## src/fetch_pkg.sv

```systemverilog
package fetch_pkg;

	// byte address and instruction word
	typedef logic [31:0] addr_t;
	typedef logic [31:0] inst_t;

	// one cache line holds four instruction words
	typedef logic [127:0] line_t;

	// statistics counter
	typedef logic [31:0] cnt_t;

	// byte offset inside a line, tied to the width of line_t
	parameter int LINE_OFFSET_BITS = 4;

	// next-pc source chosen by the execute stage
	typedef enum logic [1:0] {
		REDIR_NONE    = 2'd0,
		REDIR_MISPRED = 2'd1,
		REDIR_ALU     = 2'd2
	} redirect_e;

	// icache miss controller states
	typedef enum logic {
		ST_LOOKUP = 1'b0,
		ST_FILL   = 1'b1
	} ctrl_state_e;

	// line refill request, held until ready
	typedef struct packed {
		logic  valid;
		addr_t addr;
	} mem_req_t;

	// single-cycle answer from memory
	typedef struct packed {
		logic  ready;
		line_t data;
	} mem_rsp_t;

	// one way's answer to the way merge
	typedef struct packed {
		logic  hit;
		line_t data;
	} way_lookup_t;

endpackage

```

## src/if_stage.sv

```systemverilog
`timescale 1ns/10ps

module if_stage (
	input  logic                  clk_i,
	input  logic                  rst_ni,
	input  logic                  bp_hit_i,
	input  fetch_pkg::addr_t      bp_target_i,
	input  fetch_pkg::redirect_e  redirect_i,
	input  fetch_pkg::addr_t      mispred_pc_i,
	input  fetch_pkg::addr_t      alu_pc_i,
	input  logic                  pc_en_i,
	input  logic                  id_en_i,
	input  logic                  flush_i,
	input  logic                  stall_i,
	input  fetch_pkg::inst_t      inst_i,
	output fetch_pkg::addr_t      pc_o,
	output fetch_pkg::addr_t      pc_d_o,
	output fetch_pkg::addr_t      pc4_d_o,
	output fetch_pkg::inst_t      inst_d_o,
	output logic                  bp_hit_d_o
);

	fetch_pkg::addr_t pc_q;
	fetch_pkg::addr_t pc_plus4;
	fetch_pkg::addr_t pc_next;

	fetch_pkg::addr_t pc_d_q;
	fetch_pkg::addr_t pc4_d_q;
	fetch_pkg::inst_t inst_d_q;
	logic             bp_hit_d_q;

	assign pc_plus4 = pc_q + 32'd4;

	// execute redirects win over the predictor
	always_comb begin
		unique case (redirect_i)
			fetch_pkg::REDIR_MISPRED: pc_next = mispred_pc_i;
			fetch_pkg::REDIR_ALU:     pc_next = alu_pc_i;
			default: begin
				if (bp_hit_i) begin
					pc_next = bp_target_i;
				end else begin
					pc_next = pc_plus4;
				end
			end
		endcase
	end

	// pc advances only when the cache is not stalling
	always_ff @(posedge clk_i or negedge rst_ni) begin
		if (!rst_ni) begin
			pc_q <= '0;
		end else if (pc_en_i && !stall_i) begin
			pc_q <= pc_next;
		end
	end

	// if/id register, bubble on flush or cache stall
	always_ff @(posedge clk_i or negedge rst_ni) begin
		if (!rst_ni) begin
			pc_d_q     <= '0;
			pc4_d_q    <= '0;
			inst_d_q   <= '0;
			bp_hit_d_q <= 1'b0;
		end else if (id_en_i) begin
			if (flush_i || stall_i) begin
				pc_d_q     <= '0;
				pc4_d_q    <= '0;
				inst_d_q   <= '0;
				bp_hit_d_q <= 1'b0;
			end else begin
				pc_d_q     <= pc_q;
				pc4_d_q    <= pc_plus4;
				inst_d_q   <= inst_i;
				bp_hit_d_q <= bp_hit_i;
			end
		end
	end

	assign pc_o       = pc_q;
	assign pc_d_o     = pc_d_q;
	assign pc4_d_o    = pc4_d_q;
	assign inst_d_o   = inst_d_q;
	assign bp_hit_d_o = bp_hit_d_q;

endmodule

```

## config.mk

```make
export PLATFORM = sky130hd
export DESIGN_NAME = if_stage
export DESIGN_NICKNAME = d
export VERILOG_FILES = /design/src/fetch_pkg.sv /design/src/if_stage.sv
export SDC_FILE = /design/constraint.sdc
export NUM_CORES = 1
export LEC_CHECK = 0
export BUFFER_PORTS_ARGS = -buffer_cell sky130_fd_sc_hd__buf_2
export CAP_MARGIN = 5
export CELL_PAD_IN_SITES_DETAIL_PLACEMENT = 0
export CELL_PAD_IN_SITES_GLOBAL_PLACEMENT = 1
export CORE_MARGIN = 4
export CORE_UTILIZATION = 35
export DETAILED_ROUTE_END_ITERATION = 16
export PLACE_DENSITY_LB_ADDON = 0.1
export SLEW_MARGIN = 15
export SYNTH_ARGS = -nofsm -noshare
export SYNTH_HDL_FRONTEND = slang
export SYNTH_SLANG_ARGS = --single-unit
```

## constraint.sdc

```tcl
create_clock -name clk_i -period 4.9 [get_ports clk_i]
set_clock_uncertainty 0.1 [all_clocks]
set_input_delay 0.49 -clock clk_i [delete_from_list [all_inputs] [get_ports clk_i]]
set_output_delay 0.49 -clock clk_i [all_outputs]
set_load 0.02 [all_outputs]
```

==> results.txt, run 1 <==
Cell Rows - 48
drt pass-1 iters - 5
Slew @ Worst Pin - 1.15 ns
worst path cell trace - buf_2 > inv_1 > ha_2 > nand2b_1 > o31ai_1 > a22o_1
number of synthesis warnings - 0
share of layout cells above drive strength 1 - 37.5%
CP startpoint kind - primary input
peak per-stage delay on the critical path - 0.92 ns
area of placed instances - 7640 sq um
Global Route Usage Sum - 22.5%
P_leak - 4.18 nW
largest net degree at the start of global routing - 91
Avg Vias per Cell - 5.61
Syn Nets - 735
htree depth - 4
sequential element share of the synthesized area - 51.3%
count of cell types in the netlist - 53
Resized Gates After CTS - 0
hold buffer count at CTS - 0
Power, Total - 3.21 mW
fin area - 8220 sq um
Slowest cell on crit path - ha_2
number of routed nets with antenna violations - 0
final setup violation count - 0
GRT Residual Overflow - 0
IR Drop Worst-Case VDD - 245 uV
vias in the first global route - 6039
worst setup margin - 2.10 ns
crit path capture type - flip-flop
clock latency reported for the late side of the worst-skew pair - 0.43 ns
clock buffer depth - 2
worst endpoint required time - 5.16 ns
final setup TNS - 0 ns
Place WS - 1.69 ns
area grow syn2layout - 32.7%
Fin. Hold Viols - 0
status - finished, final reports clean
min Tclk post-route - 2.80 ns
Die X - 141 um
fin. max-slew vios - 0
Post-synth ARST share - 100%
vias - 5976
Routed Wire Length - 22.4 mm
first-pass GRT wire length - 35.3 mm
CTS tree - done
initial antenna violation count - 1
worst setup path class - in -> reg
clock-pin slew on the worst setup and hold paths - 0.06 ns
WL/cell - 21.0 um
clock sink count - 127
die height - 141 um
# port buffers - 265
total of max-cap violations - 0
Avg Inst Size Synth - 10.4 sq um
Seq cells post-synth - 127
core region area - 17300 sq um
initial drt markers - 439
HP Class - in -> async
Initial Util - 35.8%
fin crit share - 57.1%
postcts setup bufs - 0
critical-path maximum fanout - 47
number of enable flip-flop cells after synthesis - 0
Total Die Area - 19900 sq um
Power Density - 391 nW/um^2
RSZ-0062 raised after global routing - false
detailed placement HPWL - 15.9 mm
Final Wtd Congestion - 0.857
Layout Nets - 967
Most used DFF post-synth - dfrtp_1
kind of cell adding the most delay to the critical path - adder cells
mapped cell area - 6190 sq um
CTS Buf Count - 17
Root Driver - clkbuf_16
WP buf/inv - 2
num ports - 266
drt drc - 0
arrival time worst endpoint - 3.06 ns
Post-Syn Instances - 595
Max-slew headroom - 23.0%
WHS - 0.0144 ns
FMAX - 357 MHz
-- area by class of cell --
class                           count  area (sq um)
Clock inverter                     14           141
Fill cell                        1671          9080
Timing Repair Buffer              271          1380
Clock buffer                       18           439
Tap cell                          225           282
Antenna cell                        1          2.50
Sequential cell                   127          3180
Multi-Input combinational cell    393          2730
Inverter                           17          65.1
-- layer usage --
metal	vias to the layer above	global-route usage (%)	part of all wire [%]
li1	2721	-	-
met1	2965	31.4	45
met2	269	34.9	46
met3	21	5.66	7.7
met4	0	6.32	1.1
met5	-	0	0
-- layout by cell type, fill, tap and decap left out, types with 11 or more instances in the layout --
| cell | synthesis | final |
|---|---|---|
| a21oi_1 | 32 | 32 |
| a221oi_1 | 14 | 14 |
| a22o_1 | 92 | 92 |
| a22oi_1 | 22 | 22 |
| buf_2 | 3 | 264 |
| clkbuf_16 | 0 | 17 |
| dfrtp_1 | 127 | 127 |
| inv_1 | 16 | 16 |
| nand2_1 | 23 | 23 |
| nand3_1 | 14 | 14 |
| nor2_1 | 37 | 37 |
| nor3_1 | 12 | 11 |
| o21ai_0 | 27 | 27 |
| xnor2_1 | 16 | 16 |
| xor2_1 | 11 | 11 |
-- metrics by stage --
| step | utilization [%] | std cells |
|---|---|---|
| finish | 47.5 | 1066 |
| global route | 47.5 | 1066 |
| CTS | 47.5 | 1065 |
| detailed placement | 44.1 | 1033 |
| global placement | 44.1 | 1033 |
| floorplan | - | 595 |
-- where the power goes --
group / leakage, nW / total [mW] / switching [mW] / internal [mW]
combinational: 2.21 / 0.649 / 0.396 / 0.252
clock: 0.278 / 1.25 / 0.492 / 0.760
sequential: 1.69 / 1.31 / 0.157 / 1.15
total: 4.18 / 3.21 / 1.05 / 2.16
-- sequential cells by signal (all words and copies together), names as in the netlist --
register and flops:
inst_d_o 32, pc4_d_o 30, pc_d_o 32, pc_o 32
bp_hit_d_o 1
-- path summary, 6_finish.rpt --
check                                      endpoint  cells past startpoint                   start  slack (ns)
max                            pc_o[31]$_DFFE_PN0P_                      6           redirect_i[0]        2.10
min                         inst_d_o[6]$_DFFE_PN0P_                      1                  rst_ni        0.01
max reg2reg                    pc_o[24]$_DFFE_PN0P_                      6     pc_o[2]$_DFFE_PN0P_        2.24
min reg2reg                  pc4_d_o[2]$_DFFE_PN0P_                      1  pc4_d_o[2]$_DFFE_PN0P_        0.38
max in group asynchronous      pc_o[26]$_DFFE_PN0P_                      2                  rst_ni        3.54
min in group clk_i         inst_d_o[31]$_DFFE_PN0P_                      2              inst_i[31]        0.19
-- cells in the mapped netlist (all sizes together) (11+ instances only) --
cell / count / area share [%]
a21oi: 32 / 2.6
a221oi: 14 / 2.0
xor2: 11 / 1.6
dfrtp: 127 / 51
a22oi: 22 / 2.7
clkbuf: 51 / 3.1
inv: 16 / 0.97
nand2: 23 / 1.4
o21ai: 27 / 2.2
a22o: 92 / 13
nor3: 12 / 0.97
nand3: 14 / 1.1
xnor2: 16 / 2.3
nor2: 37 / 2.2
-- cells by family after synthesis --
logic type / Yosys count / synth area share [%]
buffers and inverters: 75 / 4.75
AND/OR/NAND/NOR: 120 / 9.84
XOR/XNOR: 27 / 3.82
AO/OA/AOI/OAI: 240 / 29.2
adder cells (fa/ha/maj): 3 / 0.606
flip-flops: 127 / 51.3
multiplexers: 3 / 0.525
Power figures use the tool's default switching activity.
==> run 2, diff against run 1 <==
Settings changed: ABC_AREA set to 1, CORE_UTILIZATION 35 to 31.
Clock period 4.9 ns to 2.5 ns, I/O delays scaled along.
==> results.txt, run 2 <==
status - finished, final reports clean
initial antenna violation count - 0
share of layout cells above drive strength 1 - 31.8%
Die X - 151 um
WP buf/inv - 0
worst-case reg-to-reg path depth - 9
Max-slew headroom - 47.8%
Clk pwr share - 39.2%
initial drt markers - 245
clock latency reported for the late side of the worst-skew pair - 0.41 ns
core region area - 19700 sq um
Worst Setup EP - pc_o[22]$_DFFE_PN0P_
Syn Nets - 879
first-pass GRT wire length - 37.0 mm
area grow syn2layout - 41.0%
FMAX - 527 MHz
Initial Util - 31.9%
Cells after DPL - 1238
Layout Nets - 1165
kind of cell adding the most delay to the critical path - simple AND/OR/NAND/NOR gates
# port buffers - 265
Switch Pwr - 2.15 mW
Internal - 4.40 mW
crit path capture type - flip-flop
top-area cell type share of the netlist area - 50.4%
Comb pwr share - 22.7%
number of enable flip-flop cells after synthesis - 0
Power Density - 738 nW/um^2
Avg Inst Size Synth - 8.52 sq um
HP Class - in -> reg
clock-pin slew on the worst setup and hold paths - 0.06 ns
clock buffer depth - 2
number of routed nets with antenna violations - 0
die height - 151 um
final setup violation count - 0
sequential element share of the synthesized area - 50.4%
Total Die Area - 22700 sq um
drt pass-1 iters - 4
reg2reg setup slack - 0.60 ns
Hold Path Origin - bp_target_i[1]
vias - 6257
num ports - 266
worst path cell trace - ha_1 > nand2_1 > nor2_1 > nand2_1 > nor2_4 > nand3_1 > nand2_1 > nand2_1 > a21oi_1
worst setup path start - pc_o[3]$_DFFE_PN0P_
reg2reg start - pc_o[3]$_DFFE_PN0P_
critical-path maximum fanout - 5
htree depth - 4
P_leak - 4.70 nW
most frequent CP cell - nand2_1
CTS Buf Count - 17
Synth area leaders - dfrtp_1, nand2_1, a22o_1
CTS tree - done
Post-synth ARST share - 100%
fin. max-slew vios - 0
worst setup path class - reg -> reg
Post-Syn Instances - 739
largest net degree at the start of global routing - 73
count of cell types in the netlist - 25
clock sink count - 127
GRT Residual Overflow - 0
Net Sw Frac - 32.8%
Most used DFF post-synth - dfrtp_1
Global Route Usage Sum - 21.2%
Slowest cell on crit path - dfrtp_1
hold path depth - 3
Avg Vias per Cell - 4.80
Root Driver - clkbuf_16
reg2reg end - pc_o[22]$_DFFE_PN0P_
CP startpoint kind - flip-flop
synth cell count leaders - nand2_1, dfrtp_1, a22o_1, nor2_1, nand3_1
total of max-cap violations - 0
IR Drop Worst-Case VDD - 423 uV
detailed placement HPWL - 17.2 mm
filler cell count - 1983
min Tclk post-route - 1.90 ns
diode count - 0
final instance count without filler cells - 1303
WHS - 0.0150 ns
WL/cell - 18.5 um
arrival time worst endpoint - 2.13 ns
mapped cell area - 6300 sq um
top-count cell post-synth - nand2_1
Routed Wire Length - 24.1 mm
Slew @ Worst Pin - 0.783 ns
number of synthesis warnings - 0
Seq cells post-synth - 127
vias in the first global route - 6343
RSZ-0062 raised after global routing - false
fin crit share - 75.9%
commonest cells after routing, fill and taps aside - buf_2, nand2_1, dfrtp_1, a22o_1, nor2_1
peak per-stage delay on the critical path - 0.42 ns
Synth area leader - dfrtp_1
worst endpoint required time - 2.74 ns
final setup TNS - 0 ns
Sequential Power Share - 38.0%
Final Wtd Congestion - 0.754
commonest non-fill, non-tap cell in the layout - buf_2
drt drc - 0
Resized Gates After CTS - 0
Fin. Hold Viols - 0
WP depth - 9
Cell Rows - 51
## run 2: how the worst min path moves through the flow
| stage | slack, ns | endpoint |
|---|---|---|
| floorplan | -0.15 | bp_hit_d_o$_DFFE_PN0P_ |
| global placement | 0.17 | inst_d_o[0]$_DFFE_PN0P_ |
| detailed placement | 0.16 | inst_d_o[0]$_DFFE_PN0P_ |
| CTS | 0.001 | pc_o[1]$_DFFE_PN0P_ |
| global route | 0.03 | pc_o[1]$_DFFE_PN0P_ |
| finish | 0.02 | pc_o[1]$_DFFE_PN0P_ |
## run 2: cell families (layout without fill, tap and decap cells)
kind of cell | after synthesis | count (layout) | share of synthesized area, %
flops | 127 | 127 | 50.4
fa+ha+maj | 3 | 3 | 0.596
xor+xnor | 15 | 15 | 2.44
simple gates | 342 | 342 | 22.7
buf+inv | 83 | 382 | 5.14
compound gates | 169 | 169 | 18.7
## run 2: final cells by class
| cell class | count | area (sq um) | area share (%) |
|---|---|---|---|
| clock buffers | 20 | 447 | 5.03 |
| multi-input cells | 529 | 2800 | 31.5 |
| clock inverters | 12 | 159 | 1.79 |
| well taps | 265 | 332 | 3.73 |
| flip-flops and latches | 127 | 3180 | 35.8 |
| inverters | 37 | 140 | 1.58 |
| repair buffers | 313 | 1830 | 20.5 |
## run 2: power groups by stage
stage                     logic [mW]  registers (mW)  clock network (mW)
after floorplan                0.593            2.74                   0
after CTS                       1.52            2.50                2.62
after global routing            1.64            2.53                2.74
after global placement          1.47            2.53                   0
final                           1.49            2.49                2.57
after detailed placement        1.47            2.53                   0
## run 2: through the flow
step	worst slack (ns)	instance area, sq um	utilization, %	power [mW]
after floorplan	0.804	6300	-	3.33
after global placement	0.665	7950	40.3	4.00
after detailed placement	0.614	7950	40.3	4.00
after CTS	0.585	8880	45.1	6.64
after global routing	0.428	8880	45.1	6.91
final	0.603	8880	45.1	6.56
## run 2: repair_timing
action | CTS | global route
endpoints found under the hold margin | 85 | 0
hold buffers | 33 | 0
buffers inserted | 0 | 0
## run 2: per-layer routing
| metal | vias up | track usage (%) | share of wire [%] |
|---|---|---|---|
| li1 | 3066 | - | - |
| met3 | 14 | 4.36 | 7.1 |
| met2 | 223 | 33.6 | 46 |
| met5 | - | 0 | 0 |
| met4 | 0 | 5.17 | 0.90 |
| met1 | 2954 | 29.8 | 46 |
## run 2: worst register-to-register path: stages, from the launching register on
cell and delay (ns):
dfrtp_1 0.42, ha_1 0.24, nand2_1 0.08, nor2_1 0.21, nand2_1 0.16, nor2_4 0.24, nand3_1 0.10, nand2_1 0.10
nand2_1 0.05, a21oi_1 0.12
==> run 3, diff against run 2 <==
Settings changed: ABC_AREA 1 to 0, CORE_UTILIZATION 31 to 35.
Clock period 2.5 ns to 1.9 ns, I/O delays scaled along.
==> results.txt, run 3 (same netlist as run 1, synthesis figures left out) <==
status - finished, violations left
failing checks - setup timing
FMAX - 484 MHz
initial drt markers - 253
largest net degree at the start of global routing - 65
Die X - 141 um
vias - 6274
drt drc - 0
Initial Util - 35.8%
drt pass-1 iters - 4
vias in the first global route - 6456
fin. max-slew vios - 0
Total Die Area - 19900 sq um
reg2reg setup slack - -0.17 ns
clock latency reported for the late side of the worst-skew pair - 0.42 ns
hold path depth - 3
Power, Total - 9.05 mW
Slew @ Worst Pin - 0.611 ns
P_leak - 4.85 nW
arrival time worst endpoint - 2.31 ns
num ports - 266
hold endpoint - pc_o[9]$_DFFE_PN0P_
commonest non-fill, non-tap cell in the layout - buf_2
Layout Nets - 1085
Max-slew headroom - 59.3%
critical-path maximum fanout - 3
Avg Vias per Cell - 5.30
GR Util met3 - 4.68%
busiest grt layer - met2
filler cell count - 1568
Final Wtd Congestion - 0.857
worst setup path class - reg -> reg
clock-pin slew on the worst setup and hold paths - 0.05 ns
core region area - 17300 sq um
footprint of the multi-input gates - 2900 sq um
RSZ-0062 raised after global routing - true
final setup TNS - -0.892 ns
Global Route Usage Sum - 22.9%
min Tclk post-route - 2.07 ns
number of routed nets with antenna violations - 0
worst endpoint required time - 2.14 ns
Root Driver - clkbuf_16
Sequential cell area - 3190 sq um
first-pass GRT wire length - 36.0 mm
crit path capture type - flip-flop
met1 Use GR - 31.5%
area grow syn2layout - 54.0%
HP Class - in -> reg
CTS Buf Count - 17
die height - 141 um
clock sink count - 127
WL/cell - 19.3 um
share of layout cells above drive strength 1 - 44.4%
commonest cells after routing, fill and taps aside - buf_2, dfrtp_1, a22o_1, buf_4, dlygate4sd3_1
Routed Wire Length - 22.9 mm
Place WS - -0.147 ns
CP startpoint kind - flip-flop
final setup violation count - 12
worst-case reg-to-reg path depth - 5
GRT Residual Overflow - 0
Cell Rows - 48
worst setup margin - -0.168 ns
met2 GRT Util - 36.6%
detailed placement HPWL - 17.0 mm
Hold Path Origin - bp_target_i[9]
CTS tree - done
initial antenna violation count - 0
IR Drop Worst-Case VDD - 628 uV
diode count - 0
fin crit share - 109%
Fin. Hold Viols - 0
reg2reg start - pc_o[12]$_DFFE_PN0P_
# port buffers - 265
htree depth - 4
total of max-cap violations - 0
reg2reg end - pc_o[23]$_DFFE_PN0P_
Power Density - 948 nW/um^2
clock buffer depth - 2
-- run 3: cell types whose count changed in the layout (fill, tap and decap cells not counted), moves of 10 or more --
cell	before	now
a21o_1	0	10
a22oi_1	7	22
a221oi_1	0	14
a22o_1	82	92
inv_1	33	16
xnor2_1	0	16
nand3_1	56	11
a21oi_1	49	32
dfrtp_1	127	117
dfrtp_2	0	10
buf_4	11	76
nor2_1	57	34
nand2_1	213	21
-- run 3: cell type report --
| type | instances | share of cell area (%) |
|---|---|---|
| flip-flops and latches | 127 | 33.4 |
| clock inverters | 12 | 2.16 |
| multi-input cells | 393 | 30.4 |
| repair buffers | 389 | 25.7 |
| well taps | 225 | 2.95 |
| clock buffers | 20 | 4.68 |
| inverters | 17 | 0.682 |
-- run 3: how the worst max path moves through the flow --
stage                         startpoint              endpoint  slack, ns  cells past startpoint
floorplan           pc_o[11]$_DFFE_PN0P_  pc_o[23]$_DFFE_PN0P_      -0.32                      6
global placement    pc_o[12]$_DFFE_PN0P_  pc_o[23]$_DFFE_PN0P_      -0.11                      5
detailed placement  pc_o[12]$_DFFE_PN0P_  pc_o[23]$_DFFE_PN0P_      -0.15                      5
CTS                 pc_o[12]$_DFFE_PN0P_  pc_o[23]$_DFFE_PN0P_      -0.17                      5
global route        pc_o[11]$_DFFE_PN0P_  pc_o[23]$_DFFE_PN0P_      -0.24                      5
finish              pc_o[12]$_DFFE_PN0P_  pc_o[23]$_DFFE_PN0P_      -0.17                      5
-- run 3: per-layer routing --
metal / wire (um) / vias to the layer above
li1: - / 2959
met1: 10300 / 3052
met2: 10600 / 241
met3: 1530 / 22
met4: 345 / 0
met5: 0 / -
-- run 3: repair_timing --
| action | in CTS | in global routing |
|---|---|---|
| resized for setup | 17 | 17 |
| endpoints found under the setup margin | 18 | 29 |
| pin swaps | 4 | 11 |
| hold endpoints to repair | 99 | 0 |
| hold buffers | 39 | 0 |
| cloned | 0 | 0 |
| setup buffers | 1 | 3 |
-- run 3: where the power goes --
| part | leakage, nW | switching, mW | internal [mW] |
|---|---|---|---|
| clock | 0.315 | 1.23 | 2.37 |
| combinational | 2.85 | 1.32 | 0.943 |
| sequential | 1.68 | 0.195 | 2.98 |
-- run 3: metrics by stage --
| step | util [%] | hold slack, ns | std cells | cell area [sq um] |
|---|---|---|---|---|
| 2_1_floorplan | - | -0.206 | 595 | 6240 |
| 3_3_place_gp | 48.0 | 0.122 | 1108 | 8300 |
| 3_5_place_dp | 48.0 | 0.131 | 1108 | 8300 |
| 4_1_cts | 54.5 | 0.00811 | 1180 | 9430 |
| 5_1_grt | 55.2 | 0.0177 | 1183 | 9540 |
| 6_report | 55.2 | 0.00328 | 1183 | 9540 |
-- run 3: worst max-delay path, stage by stage (launching register included) --
cell	delay, ns
dfrtp_2	0.38
nand4_4	0.12
or4_4	0.50
or4_4	0.45
o31a_1	0.29
o22ai_1	0.14
